**src/logic/stq_pkg.sv**
```systemverilog
package stq_pkg;

    localparam int ROB_ID_W   = 6;
    localparam int PIPE_DEPTH = 5;

    typedef logic [ROB_ID_W-1:0] rob_id_t;  // Ages wrap modulo 64.
    typedef logic [15:0]         addr_t;
    typedef logic [31:0]         data_t;
    typedef logic [1:0]          size_t;    // 1, 2, 4 or 4 bytes.

    typedef enum logic {
        pipe_complete,
        pipe_replay
    } pipe_action_e;

    typedef enum logic [1:0] {
        e_idle,
        e_alloc,      // Holds robid and size, waits for issue.
        e_ready,      // Address and data known.
        e_inflight
    } entry_state_e;

endpackage

```
**src/logic/stq_entry.sv**
```systemverilog
`timescale 1ns/1ps

module stq_entry (
    input  logic            clk,
    input  logic            rst,
    input  logic            alloc,
    input  stq_pkg::rob_id_t alloc_robid,
    input  stq_pkg::size_t  alloc_size,
    input  logic            issue,
    input  stq_pkg::addr_t  iss_addr,
    input  stq_pkg::data_t  iss_data,
    input  logic            flush_valid,
    input  stq_pkg::rob_id_t flush_robid,
    input  stq_pkg::rob_id_t oldest_robid,
    input  stq_pkg::rob_id_t commit_robid,
    input  logic            gnt,
    input  logic            done,
    input  logic            replay,
    output logic            valid,
    output logic            req,
    output stq_pkg::rob_id_t robid,
    output stq_pkg::addr_t  addr,
    output stq_pkg::data_t  data,
    output stq_pkg::size_t  size
);

    stq_pkg::entry_state_e state;
    stq_pkg::rob_id_t      my_age;
    stq_pkg::rob_id_t      commit_age;
    stq_pkg::rob_id_t      flush_age;
    logic                  committed;
    logic                  flushed;

    // Distances from the oldest robid, wrapping in 6 bits.
    assign my_age     = robid - oldest_robid;
    assign commit_age = commit_robid - oldest_robid;
    assign flush_age  = flush_robid - oldest_robid;

    assign committed = my_age < commit_age;
    assign flushed   = flush_valid && valid && (my_age >= flush_age);

    assign valid = state != stq_pkg::e_idle;
    assign req   = (state == stq_pkg::e_ready) && committed;

    always_ff @(posedge clk) begin
        if (rst) begin
            state <= stq_pkg::e_idle;
        end else if (flushed) begin
            state <= stq_pkg::e_idle;  // Pipe report for it is ignored later.
        end else begin
            case (state)
                stq_pkg::e_idle: begin
                    if (alloc) state <= stq_pkg::e_alloc;
                end
                stq_pkg::e_alloc: begin
                    if (issue) state <= stq_pkg::e_ready;
                end
                stq_pkg::e_ready: begin
                    if (req && gnt) state <= stq_pkg::e_inflight;
                end
                stq_pkg::e_inflight: begin
                    if (done) begin
                        state <= stq_pkg::e_idle;
                    end else if (replay) begin
                        state <= stq_pkg::e_ready;  // Ask again.
                    end
                end
                default: state <= stq_pkg::e_idle;
            endcase
        end
    end

    always_ff @(posedge clk) begin
        if (alloc) begin
            robid <= alloc_robid;
            size  <= alloc_size;
        end
        if (issue) begin
            addr <= iss_addr;
            data <= iss_data;
        end
    end

endmodule

```
**src/logic/age_matrix.sv**
```systemverilog
`timescale 1ns/1ps

module age_matrix #(
    parameter int STQ_ENTRIES = 8
) (
    input  logic                   clk,
    input  logic                   rst,
    input  logic [STQ_ENTRIES-1:0] alloc,
    input  logic [STQ_ENTRIES-1:0] reqs,
    output logic [STQ_ENTRIES-1:0] oldest_sel
);

    // Row i holds the entries allocated before entry i.
    logic [STQ_ENTRIES-1:0] elders [STQ_ENTRIES];

    always_ff @(posedge clk) begin
        if (rst) begin
            for (int i = 0; i < STQ_ENTRIES; i++) begin
                elders[i] <= '0;
            end
        end else begin
            for (int i = 0; i < STQ_ENTRIES; i++) begin
                if (alloc[i]) begin
                    elders[i] <= ~alloc;  // Everyone else is older.
                end else begin
                    elders[i] <= elders[i] & ~alloc;  // Newcomer is younger.
                end
            end
        end
    end

    always_comb begin
        for (int i = 0; i < STQ_ENTRIES; i++) begin
            oldest_sel[i] = reqs[i] && !(|(elders[i] & reqs));
        end
    end

endmodule

```
**src/logic/store_queue.sv**
```systemverilog
`timescale 1ns/1ps

module store_queue #(
    parameter int STQ_ENTRIES = 8
) (
    input  logic                   clk,
    input  logic                   rst,
    input  logic                   disp_valid,
    input  logic                   disp_is_store,
    input  stq_pkg::rob_id_t       disp_robid,
    input  stq_pkg::size_t         disp_size,
    output logic [$clog2(STQ_ENTRIES)-1:0] stq_id,
    input  logic                   iss_valid,
    input  logic                   iss_is_store,
    input  logic [$clog2(STQ_ENTRIES)-1:0] iss_stq_id,
    input  stq_pkg::addr_t         iss_addr,
    input  stq_pkg::data_t         iss_data,
    input  logic                   flush_valid,
    input  stq_pkg::rob_id_t       flush_robid,
    input  stq_pkg::rob_id_t       oldest_robid,
    input  stq_pkg::rob_id_t       commit_robid,
    output logic                   full,
    output logic                   idle,
    output logic                   pipe_req,
    input  logic                   pipe_gnt,
    output logic [$clog2(STQ_ENTRIES)-1:0] pipe_stq_id,
    output stq_pkg::addr_t         pipe_addr,
    output stq_pkg::data_t         pipe_data,
    output stq_pkg::size_t         pipe_size,
    output stq_pkg::rob_id_t       pipe_robid,
    input  logic                   pipe_valid_mm5,
    input  logic [$clog2(STQ_ENTRIES)-1:0] pipe_stq_id_mm5,
    input  stq_pkg::pipe_action_e  pipe_action_mm5
);

    localparam int ID_W = $clog2(STQ_ENTRIES);
    typedef logic [ID_W-1:0] stq_id_t;

    logic                   disp_ok;
    logic                   iss_ok;
    logic [STQ_ENTRIES-1:0] free_sel;
    logic [STQ_ENTRIES-1:0] alloc;
    logic [STQ_ENTRIES-1:0] e_valid;
    logic [STQ_ENTRIES-1:0] e_req;
    logic [STQ_ENTRIES-1:0] e_sel;
    stq_pkg::rob_id_t       e_robid [STQ_ENTRIES];
    stq_pkg::addr_t         e_addr  [STQ_ENTRIES];
    stq_pkg::data_t         e_data  [STQ_ENTRIES];
    stq_pkg::size_t         e_size  [STQ_ENTRIES];

    // Dispatch and issue are dropped during a flush.
    assign disp_ok = disp_valid && disp_is_store && !flush_valid && !full;
    assign iss_ok  = iss_valid && iss_is_store && !flush_valid;

    always_comb begin
        free_sel = '0;
        stq_id   = '0;
        for (int i = STQ_ENTRIES - 1; i >= 0; i--) begin
            if (!e_valid[i]) begin
                free_sel    = '0;
                free_sel[i] = 1'b1;
                stq_id      = stq_id_t'(i);  // Lowest free wins.
            end
        end
    end

    assign alloc = disp_ok ? free_sel : '0;

    age_matrix #(.STQ_ENTRIES(STQ_ENTRIES)) age_i (
        .clk        (clk),
        .rst        (rst),
        .alloc      (alloc),
        .reqs       (e_req),
        .oldest_sel (e_sel)
    );

    for (genvar e = 0; e < STQ_ENTRIES; e++) begin : g_entries
        stq_entry entry_i (
            .clk          (clk),
            .rst          (rst),
            .alloc        (alloc[e]),
            .alloc_robid  (disp_robid),
            .alloc_size   (disp_size),
            .issue        (iss_ok && (iss_stq_id == stq_id_t'(e))),
            .iss_addr     (iss_addr),
            .iss_data     (iss_data),
            .flush_valid  (flush_valid),
            .flush_robid  (flush_robid),
            .oldest_robid (oldest_robid),
            .commit_robid (commit_robid),
            .gnt          (pipe_gnt && e_sel[e]),
            .done         (pipe_valid_mm5 && (pipe_stq_id_mm5 == stq_id_t'(e))
                           && (pipe_action_mm5 == stq_pkg::pipe_complete)),
            .replay       (pipe_valid_mm5 && (pipe_stq_id_mm5 == stq_id_t'(e))
                           && (pipe_action_mm5 == stq_pkg::pipe_replay)),
            .valid        (e_valid[e]),
            .req          (e_req[e]),
            .robid        (e_robid[e]),
            .addr         (e_addr[e]),
            .data         (e_data[e]),
            .size         (e_size[e])
        );
    end

    always_comb begin
        pipe_stq_id = '0;
        pipe_addr   = '0;
        pipe_data   = '0;
        pipe_size   = '0;
        pipe_robid  = '0;
        for (int i = 0; i < STQ_ENTRIES; i++) begin
            if (e_sel[i]) begin
                pipe_stq_id = stq_id_t'(i);
                pipe_addr   = e_addr[i];
                pipe_data   = e_data[i];
                pipe_size   = e_size[i];
                pipe_robid  = e_robid[i];
            end
        end
    end

    assign pipe_req = |e_sel;
    assign idle     = ~|e_valid;
    assign full     = &e_valid;

endmodule

```
**src/logic/mem_pipe.sv**
```systemverilog
`timescale 1ns/1ps

module mem_pipe #(
    parameter int STQ_ENTRIES = 8
) (
    input  logic                   clk,
    input  logic                   rst,
    input  logic                   req,
    input  logic [$clog2(STQ_ENTRIES)-1:0] req_stq_id,
    input  stq_pkg::addr_t         req_addr,
    input  stq_pkg::data_t         req_data,
    input  stq_pkg::size_t         req_size,
    input  stq_pkg::rob_id_t       req_robid,
    input  logic                   pipe_stall,
    input  logic                   mem_busy,
    output logic                   gnt,
    output logic                   valid_mm5,
    output logic [$clog2(STQ_ENTRIES)-1:0] stq_id_mm5,
    output stq_pkg::pipe_action_e  action_mm5,
    output logic                   wr_valid,
    output stq_pkg::addr_t         wr_addr,
    output stq_pkg::data_t         wr_data,
    output stq_pkg::size_t         wr_size,
    output stq_pkg::rob_id_t       wr_robid
);

    localparam int DEPTH = stq_pkg::PIPE_DEPTH;
    localparam int LAST  = DEPTH - 1;
    typedef logic [$clog2(STQ_ENTRIES)-1:0] stq_id_t;

    logic [DEPTH-1:0] stg_valid;
    stq_id_t          stg_id    [DEPTH];
    stq_pkg::addr_t   stg_addr  [DEPTH];
    stq_pkg::data_t   stg_data  [DEPTH];
    stq_pkg::size_t   stg_size  [DEPTH];
    stq_pkg::rob_id_t stg_robid [DEPTH];

    assign gnt = !pipe_stall;

    always_ff @(posedge clk) begin
        if (rst) begin
            stg_valid <= '0;
        end else begin
            stg_valid <= {stg_valid[DEPTH-2:0], req && gnt};
        end
    end

    always_ff @(posedge clk) begin
        stg_id[0]    <= req_stq_id;
        stg_addr[0]  <= req_addr;
        stg_data[0]  <= req_data;
        stg_size[0]  <= req_size;
        stg_robid[0] <= req_robid;
        for (int s = 1; s < DEPTH; s++) begin
            stg_id[s]    <= stg_id[s-1];
            stg_addr[s]  <= stg_addr[s-1];
            stg_data[s]  <= stg_data[s-1];
            stg_size[s]  <= stg_size[s-1];
            stg_robid[s] <= stg_robid[s-1];
        end
    end

    // Busy memory at mm5 bounces the store.
    assign valid_mm5  = stg_valid[LAST];
    assign stq_id_mm5 = stg_id[LAST];
    assign action_mm5 = mem_busy ? stq_pkg::pipe_replay : stq_pkg::pipe_complete;

    assign wr_valid = stg_valid[LAST] && !mem_busy;
    assign wr_addr  = stg_addr[LAST];
    assign wr_data  = stg_data[LAST];
    assign wr_size  = stg_size[LAST];
    assign wr_robid = stg_robid[LAST];

endmodule

```
**src/logic/stq_top.sv**
```systemverilog
`timescale 1ns/1ps

module stq_top #(
    parameter int STQ_ENTRIES = 8
) (
    input  logic                   clk,
    input  logic                   rst,
    input  logic                   disp_valid,
    input  logic                   disp_is_store,
    input  stq_pkg::rob_id_t       disp_robid,
    input  stq_pkg::size_t         disp_size,
    output logic [$clog2(STQ_ENTRIES)-1:0] stq_id,
    input  logic                   iss_valid,
    input  logic                   iss_is_store,
    input  logic [$clog2(STQ_ENTRIES)-1:0] iss_stq_id,
    input  stq_pkg::addr_t         iss_addr,
    input  stq_pkg::data_t         iss_data,
    input  logic                   flush_valid,
    input  stq_pkg::rob_id_t       flush_robid,
    input  stq_pkg::rob_id_t       oldest_robid,
    input  stq_pkg::rob_id_t       commit_robid,
    input  logic                   pipe_stall,
    input  logic                   mem_busy,
    output logic                   wr_valid,
    output stq_pkg::addr_t         wr_addr,
    output stq_pkg::data_t         wr_data,
    output stq_pkg::size_t         wr_size,
    output stq_pkg::rob_id_t       wr_robid,
    output logic                   full,
    output logic                   idle
);

    typedef logic [$clog2(STQ_ENTRIES)-1:0] stq_id_t;

    logic                  pipe_req;
    logic                  pipe_gnt;
    stq_id_t               pipe_stq_id;
    stq_pkg::addr_t        pipe_addr;
    stq_pkg::data_t        pipe_data;
    stq_pkg::size_t        pipe_size;
    stq_pkg::rob_id_t      pipe_robid;
    logic                  pipe_valid_mm5;
    stq_id_t               pipe_stq_id_mm5;
    stq_pkg::pipe_action_e pipe_action_mm5;

    store_queue #(.STQ_ENTRIES(STQ_ENTRIES)) stq_i (
        .clk             (clk),
        .rst             (rst),
        .disp_valid      (disp_valid),
        .disp_is_store   (disp_is_store),
        .disp_robid      (disp_robid),
        .disp_size       (disp_size),
        .stq_id          (stq_id),
        .iss_valid       (iss_valid),
        .iss_is_store    (iss_is_store),
        .iss_stq_id      (iss_stq_id),
        .iss_addr        (iss_addr),
        .iss_data        (iss_data),
        .flush_valid     (flush_valid),
        .flush_robid     (flush_robid),
        .oldest_robid    (oldest_robid),
        .commit_robid    (commit_robid),
        .full            (full),
        .idle            (idle),
        .pipe_req        (pipe_req),
        .pipe_gnt        (pipe_gnt),
        .pipe_stq_id     (pipe_stq_id),
        .pipe_addr       (pipe_addr),
        .pipe_data       (pipe_data),
        .pipe_size       (pipe_size),
        .pipe_robid      (pipe_robid),
        .pipe_valid_mm5  (pipe_valid_mm5),
        .pipe_stq_id_mm5 (pipe_stq_id_mm5),
        .pipe_action_mm5 (pipe_action_mm5)
    );

    mem_pipe #(.STQ_ENTRIES(STQ_ENTRIES)) pipe_i (
        .clk        (clk),
        .rst        (rst),
        .req        (pipe_req),
        .req_stq_id (pipe_stq_id),
        .req_addr   (pipe_addr),
        .req_data   (pipe_data),
        .req_size   (pipe_size),
        .req_robid  (pipe_robid),
        .pipe_stall (pipe_stall),
        .mem_busy   (mem_busy),
        .gnt        (pipe_gnt),
        .valid_mm5  (pipe_valid_mm5),
        .stq_id_mm5 (pipe_stq_id_mm5),
        .action_mm5 (pipe_action_mm5),
        .wr_valid   (wr_valid),
        .wr_addr    (wr_addr),
        .wr_data    (wr_data),
        .wr_size    (wr_size),
        .wr_robid   (wr_robid)
    );

endmodule

```
**config.mk**
```make
export PLATFORM = sky130hd
export DESIGN_NAME = stq_top
export DESIGN_NICKNAME = d
export VERILOG_FILES = /design/src/logic/stq_pkg.sv /design/src/logic/stq_entry.sv /design/src/logic/age_matrix.sv /design/src/logic/store_queue.sv /design/src/logic/mem_pipe.sv /design/src/logic/stq_top.sv
export SDC_FILE = /design/constraint.sdc
export NUM_CORES = 1
export LEC_CHECK = 0
export BUFFER_PORTS_ARGS = -buffer_cell sky130_fd_sc_hd__buf_2
export CAP_MARGIN = 20
export CORE_UTILIZATION = 56
export DETAILED_ROUTE_END_ITERATION = 8
export PLACE_DENSITY = 0.79
export SETUP_SLACK_MARGIN = 0.2
export SLEW_MARGIN = 10
export SYNTH_ARGS = -nofsm -noshare
export SYNTH_HDL_FRONTEND = slang
export SYNTH_HIERARCHICAL = 1
export SYNTH_SLANG_ARGS = --single-unit
```
**constraint.sdc**
```tcl
create_clock -name clk -period 5.37 [get_ports clk]
set_input_delay 0.8055 -clock clk [delete_from_list [all_inputs] [get_ports clk]]
set_output_delay 0.8055 -clock clk [all_outputs]
set_load 0.02 [all_outputs]
```
==> out/qor.txt <==
========================================================================================================
Global routing met2 resource utilization ..................................................        47.4%
Floorplan die height ......................................................................       251 um
Net load switching power ..................................................................      3.01 mW
Total half-perimeter wirelength after legalization and detailed placement .................      60.1 mm
Number of standard-cell rows in the floorplan .............................................           91
Combinational share of power ..............................................................         7.8%
Worst min-delay path category .............................................................   reg -> reg
GRT busiest layer .........................................................................         met2
Count of hold buffers inserted by post-cts repair .........................................            0
Final hold slack ..........................................................................     0.317 ns
Wire length of the first global-routing pass ..............................................       137 mm
Total power ...............................................................................      13.6 mW
Detailed-route wire length ................................................................      91.9 mm
Mapped Cells ..............................................................................         2558
Final Net Count ...........................................................................         3112
Maximum number of buffers from clock root to sink .........................................            3
Number of slew-limit violations in the final report .......................................            0
M1 GR Usage ...............................................................................        38.5%
Dominant register cell in the synthesized netlist .........................................     edfxtp_1
Number of synthesized flops with an enable pin ............................................          512
Share of the core filled with cells .......................................................        64.5%
Total grt overflow ........................................................................            0
Area of the core ..........................................................................   61600 um^2
Post-synthesis to final-layout area growth ................................................        14.1%
Die W .....................................................................................       251 um
Via count of the first global-routing pass ................................................        23000
Total die area ............................................................................   63100 um^2
Total power divided by cell area ..........................................................  342 nW/um^2
Data required time of the critical path ...................................................      5.90 ns
Layout cell share with drive strength beyond 1 ............................................        14.8%
Clock latency on the worst-skew pair ......................................................      0.63 ns
Data arrival time of the worst path .......................................................      5.57 ns
Commonest cells after routing, fill and taps aside ........................................ 512 x edfxtp_1, 316 x dfxtp_1, 208 x ha_1
Worst clock skew on the final layout ......................................................    0.0222 ns
Count of max-cap constraint violations ....................................................            0
Worst setup SP type .......................................................................    input pin
Worst-Margin Slew .........................................................................      1.20 ns
R2r worst-path depth ......................................................................           18
Total clock buffers created by CTS ........................................................           78
H-tree depth ..............................................................................            3
Average vias per placed instance ..........................................................         6.21
Detail-routed net length per standard cell ................................................      24.8 um
Netlist Area Pre-Place ....................................................................   34800 um^2
Sequential-to-total area share from yosys stat ............................................        62.4%
Top fanout value on the critical path .....................................................           33
Share of flip-flops with an asynchronous set or reset .....................................           0%
Input/output buffers ......................................................................          147
Number of flip-flops and latches in the synthesized netlist ...............................          828
Post-Synthesis Mean Instance Area .........................................................    13.6 um^2
Relative max-transition margin ............................................................        19.8%
Critical path start-end classification ....................................................    in -> reg
Unique cell type count in the Yosys netlist ...............................................           62
Endpoints failing hold ....................................................................            0
Final min period ..........................................................................      5.05 ns
Most common cell after layout, fill and taps aside ........................................     edfxtp_1
Internal cell power .......................................................................      10.6 mW
Detailed-route DRC error count ............................................................            0
Post-CTS clock slew at the launch and capture registers of the worst setup and hold paths .      0.06 ns
Initial standard-cell utilization of the core .............................................        56.5%
Fin crit share ............................................................................        94.0%
FMAX ......................................................................................    0.198 GHz
Gp weighted congestion ....................................................................        0.932
Reported leakage power ....................................................................      15.6 nW
First-pass DRT Iterations .................................................................            5
Setup violation total in the final timing report ..........................................            0
Capturing element type of the critical path ...............................................    flip-flop
Pin count of the biggest net entering global routing ......................................           51
Met3 demand-to-capacity share in global routing ...........................................        5.26%
Number of clock sinks .....................................................................          828
Result of the run ......................................................................... complete, no violations
Worst hold path depth .....................................................................            0
CTS-repair resized insts ..................................................................            0
Clock power frac ..........................................................................        41.8%
Antenna violations before repair ..........................................................            9
Flop pwr share ............................................................................        50.4%
Number of placed I/O pins .................................................................          148
Switching Fraction ........................................................................        22.1%
Number of buffers added for setup after CTS ...............................................            0
Fill cell total of the finished layout ....................................................         4262
Master cell of the clock root buffer ......................................................    clkbuf_16
Antenna Nets Post-Route ...................................................................            0
TritonCTS clock tree ......................................................................        built
Syn. warnings .............................................................................            6
Setup repair after global routing missed its margin .......................................           no
Via count .................................................................................        23000
Total global-route track usage ............................................................        29.1%
Maximum VDD drop ..........................................................................     0.382 mV
DR iter-0 viols ...........................................................................         2203
========================================================================================================
-- per-stage QoR --
stage | area, um^2 | std cells | setup TNS [ns] | setup WS, ns
5_1_grt | 39700 | 3699 | 0 | 0.261
3_5_place_dp | 37000 | 3551 | -2.33 | -0.129
4_1_cts | 39700 | 3695 | 0 | 0.493
3_3_place_gp | 37000 | 3551 | -0.00690 | -0.00690
2_1_floorplan | 35000 | 2621 | 0 | 0.238
6_report | 39700 | 3700 | 0 | 0.325
-- final timing paths --
path	startpoint	end	slack (ns)
setup / recovery	oldest_robid[1]	pipe_i/stg_addr[0][7]$_DFF_P_	0.32
hold / removal	pipe_i/stg_data[0][74]$_DFF_P_	pipe_i/stg_data[0][106]$_DFF_P_	0.32
setup reg to reg	stq_i/g_entries[6].entry_i/robid[1]$_DFFE_PP_	pipe_i/stg_addr[0][7]$_DFF_P_	0.55
hold reg to reg	pipe_i/stg_data[0][74]$_DFF_P_	pipe_i/stg_data[0][106]$_DFF_P_	0.32
-- routing by layer --
layer / wire (um) / part of all wire [%]
met5: 45 / 0.049
met2: 43800 / 48
met3: 8150 / 8.9
met4: 3520 / 3.8
met1: 36400 / 40
-- kinds of logic (layout without fill, tap and decap cells) --
group | Yosys count | after routing | synth area share (%)
flops | 828 | 828 | 62.4
compound gates | 698 | 698 | 15.3
simple gates | 458 | 458 | 7.60
buf+inv | 261 | 498 | 3.83
fa+ha+maj | 232 | 232 | 8.86
xor+xnor | 80 | 80 | 2.01
other cells | 1 | 69 | 0.0108
-- critical path: stages --
cell and delay (ns):
buf_2 0.25, inv_1 0.26, ha_1 0.35, nor2b_1 0.14, o211a_1 0.22, or2_1 0.26
a21o_1 0.17, ha_1 0.31, a211oi_1 0.28, a21oi_1 0.11, nor2b_1 0.22, buf_12 0.18
nand4b_1 0.13, nor2_1 0.64, inv_1 0.34, nand2_1 0.24, buf_12 0.26, o221ai_1 0.16
o21ai_1 0.21
-- synth_stat cells, types with 37 or more instances --
| cell | instances | share of area (%) |
|---|---|---|
| a221oi_1 | 42 | 1.1 |
| o21ai_0 | 66 | 0.95 |
| o21a_1 | 64 | 1.4 |
| nand2_1 | 63 | 0.68 |
| nor2_1 | 92 | 0.99 |
| and2_1 | 56 | 1.0 |
| edfxtp_1 | 512 | 44 |
| o21ai_1 | 37 | 0.53 |
| a221o_1 | 41 | 1.2 |
| o221ai_1 | 61 | 1.5 |
| a21o_1 | 63 | 1.4 |
| dfxtp_1 | 316 | 18 |
| a21oi_1 | 54 | 0.78 |
| xnor2_1 | 46 | 1.2 |
| a22oi_1 | 72 | 1.6 |
| inv_1 | 117 | 1.3 |
| nor2b_1 | 46 | 0.83 |
| buf_4 | 66 | 1.4 |
| nand2b_1 | 49 | 0.88 |
| ha_1 | 208 | 7.5 |
-- area by class of cell --
class | count | area, um^2 | share of cell area [%]
clock inverters | 30 | 365 | 0.920
repair buffers | 235 | 1710 | 4.30
multi-input cells | 1532 | 12100 | 30.5
clock buffers | 114 | 2300 | 5.80
well taps | 837 | 1050 | 2.64
flip-flops and latches | 828 | 21700 | 54.6
inverters | 119 | 447 | 1.12
diodes | 5 | 12.5 | 0.0315
-- registers in the layout, indices dropped and copies added (netlist names) --
register / cells
pipe_i/stg_addr: 80
pipe_i/stg_data: 160
pipe_i/stg_id: 15
pipe_i/stg_robid: 30
pipe_i/stg_size: 10
pipe_i/stg_valid: 5
stq_i/age_i/elders: 64
stq_i/g_entries.entry_i/addr: 128
stq_i/g_entries.entry_i/data: 256
stq_i/g_entries.entry_i/robid: 48
stq_i/g_entries.entry_i/size: 16
stq_i/g_entries.entry_i/state: 16
-- power groups by stage --
| stage | clock network (mW) | registers, mW | logic [mW] |
|---|---|---|---|
| 4_1_cts | 5.75 | 6.85 | 1.04 |
| 2_1_floorplan | 0 | 6.98 | 0.692 |
| 3_5_place_dp | 0 | 6.99 | 1.03 |
| 5_1_grt | 5.98 | 6.85 | 1.18 |
| 3_3_place_gp | 0 | 6.98 | 0.982 |
| 6_report | 5.69 | 6.85 | 1.05 |
(Power assumes the default switching activity.)
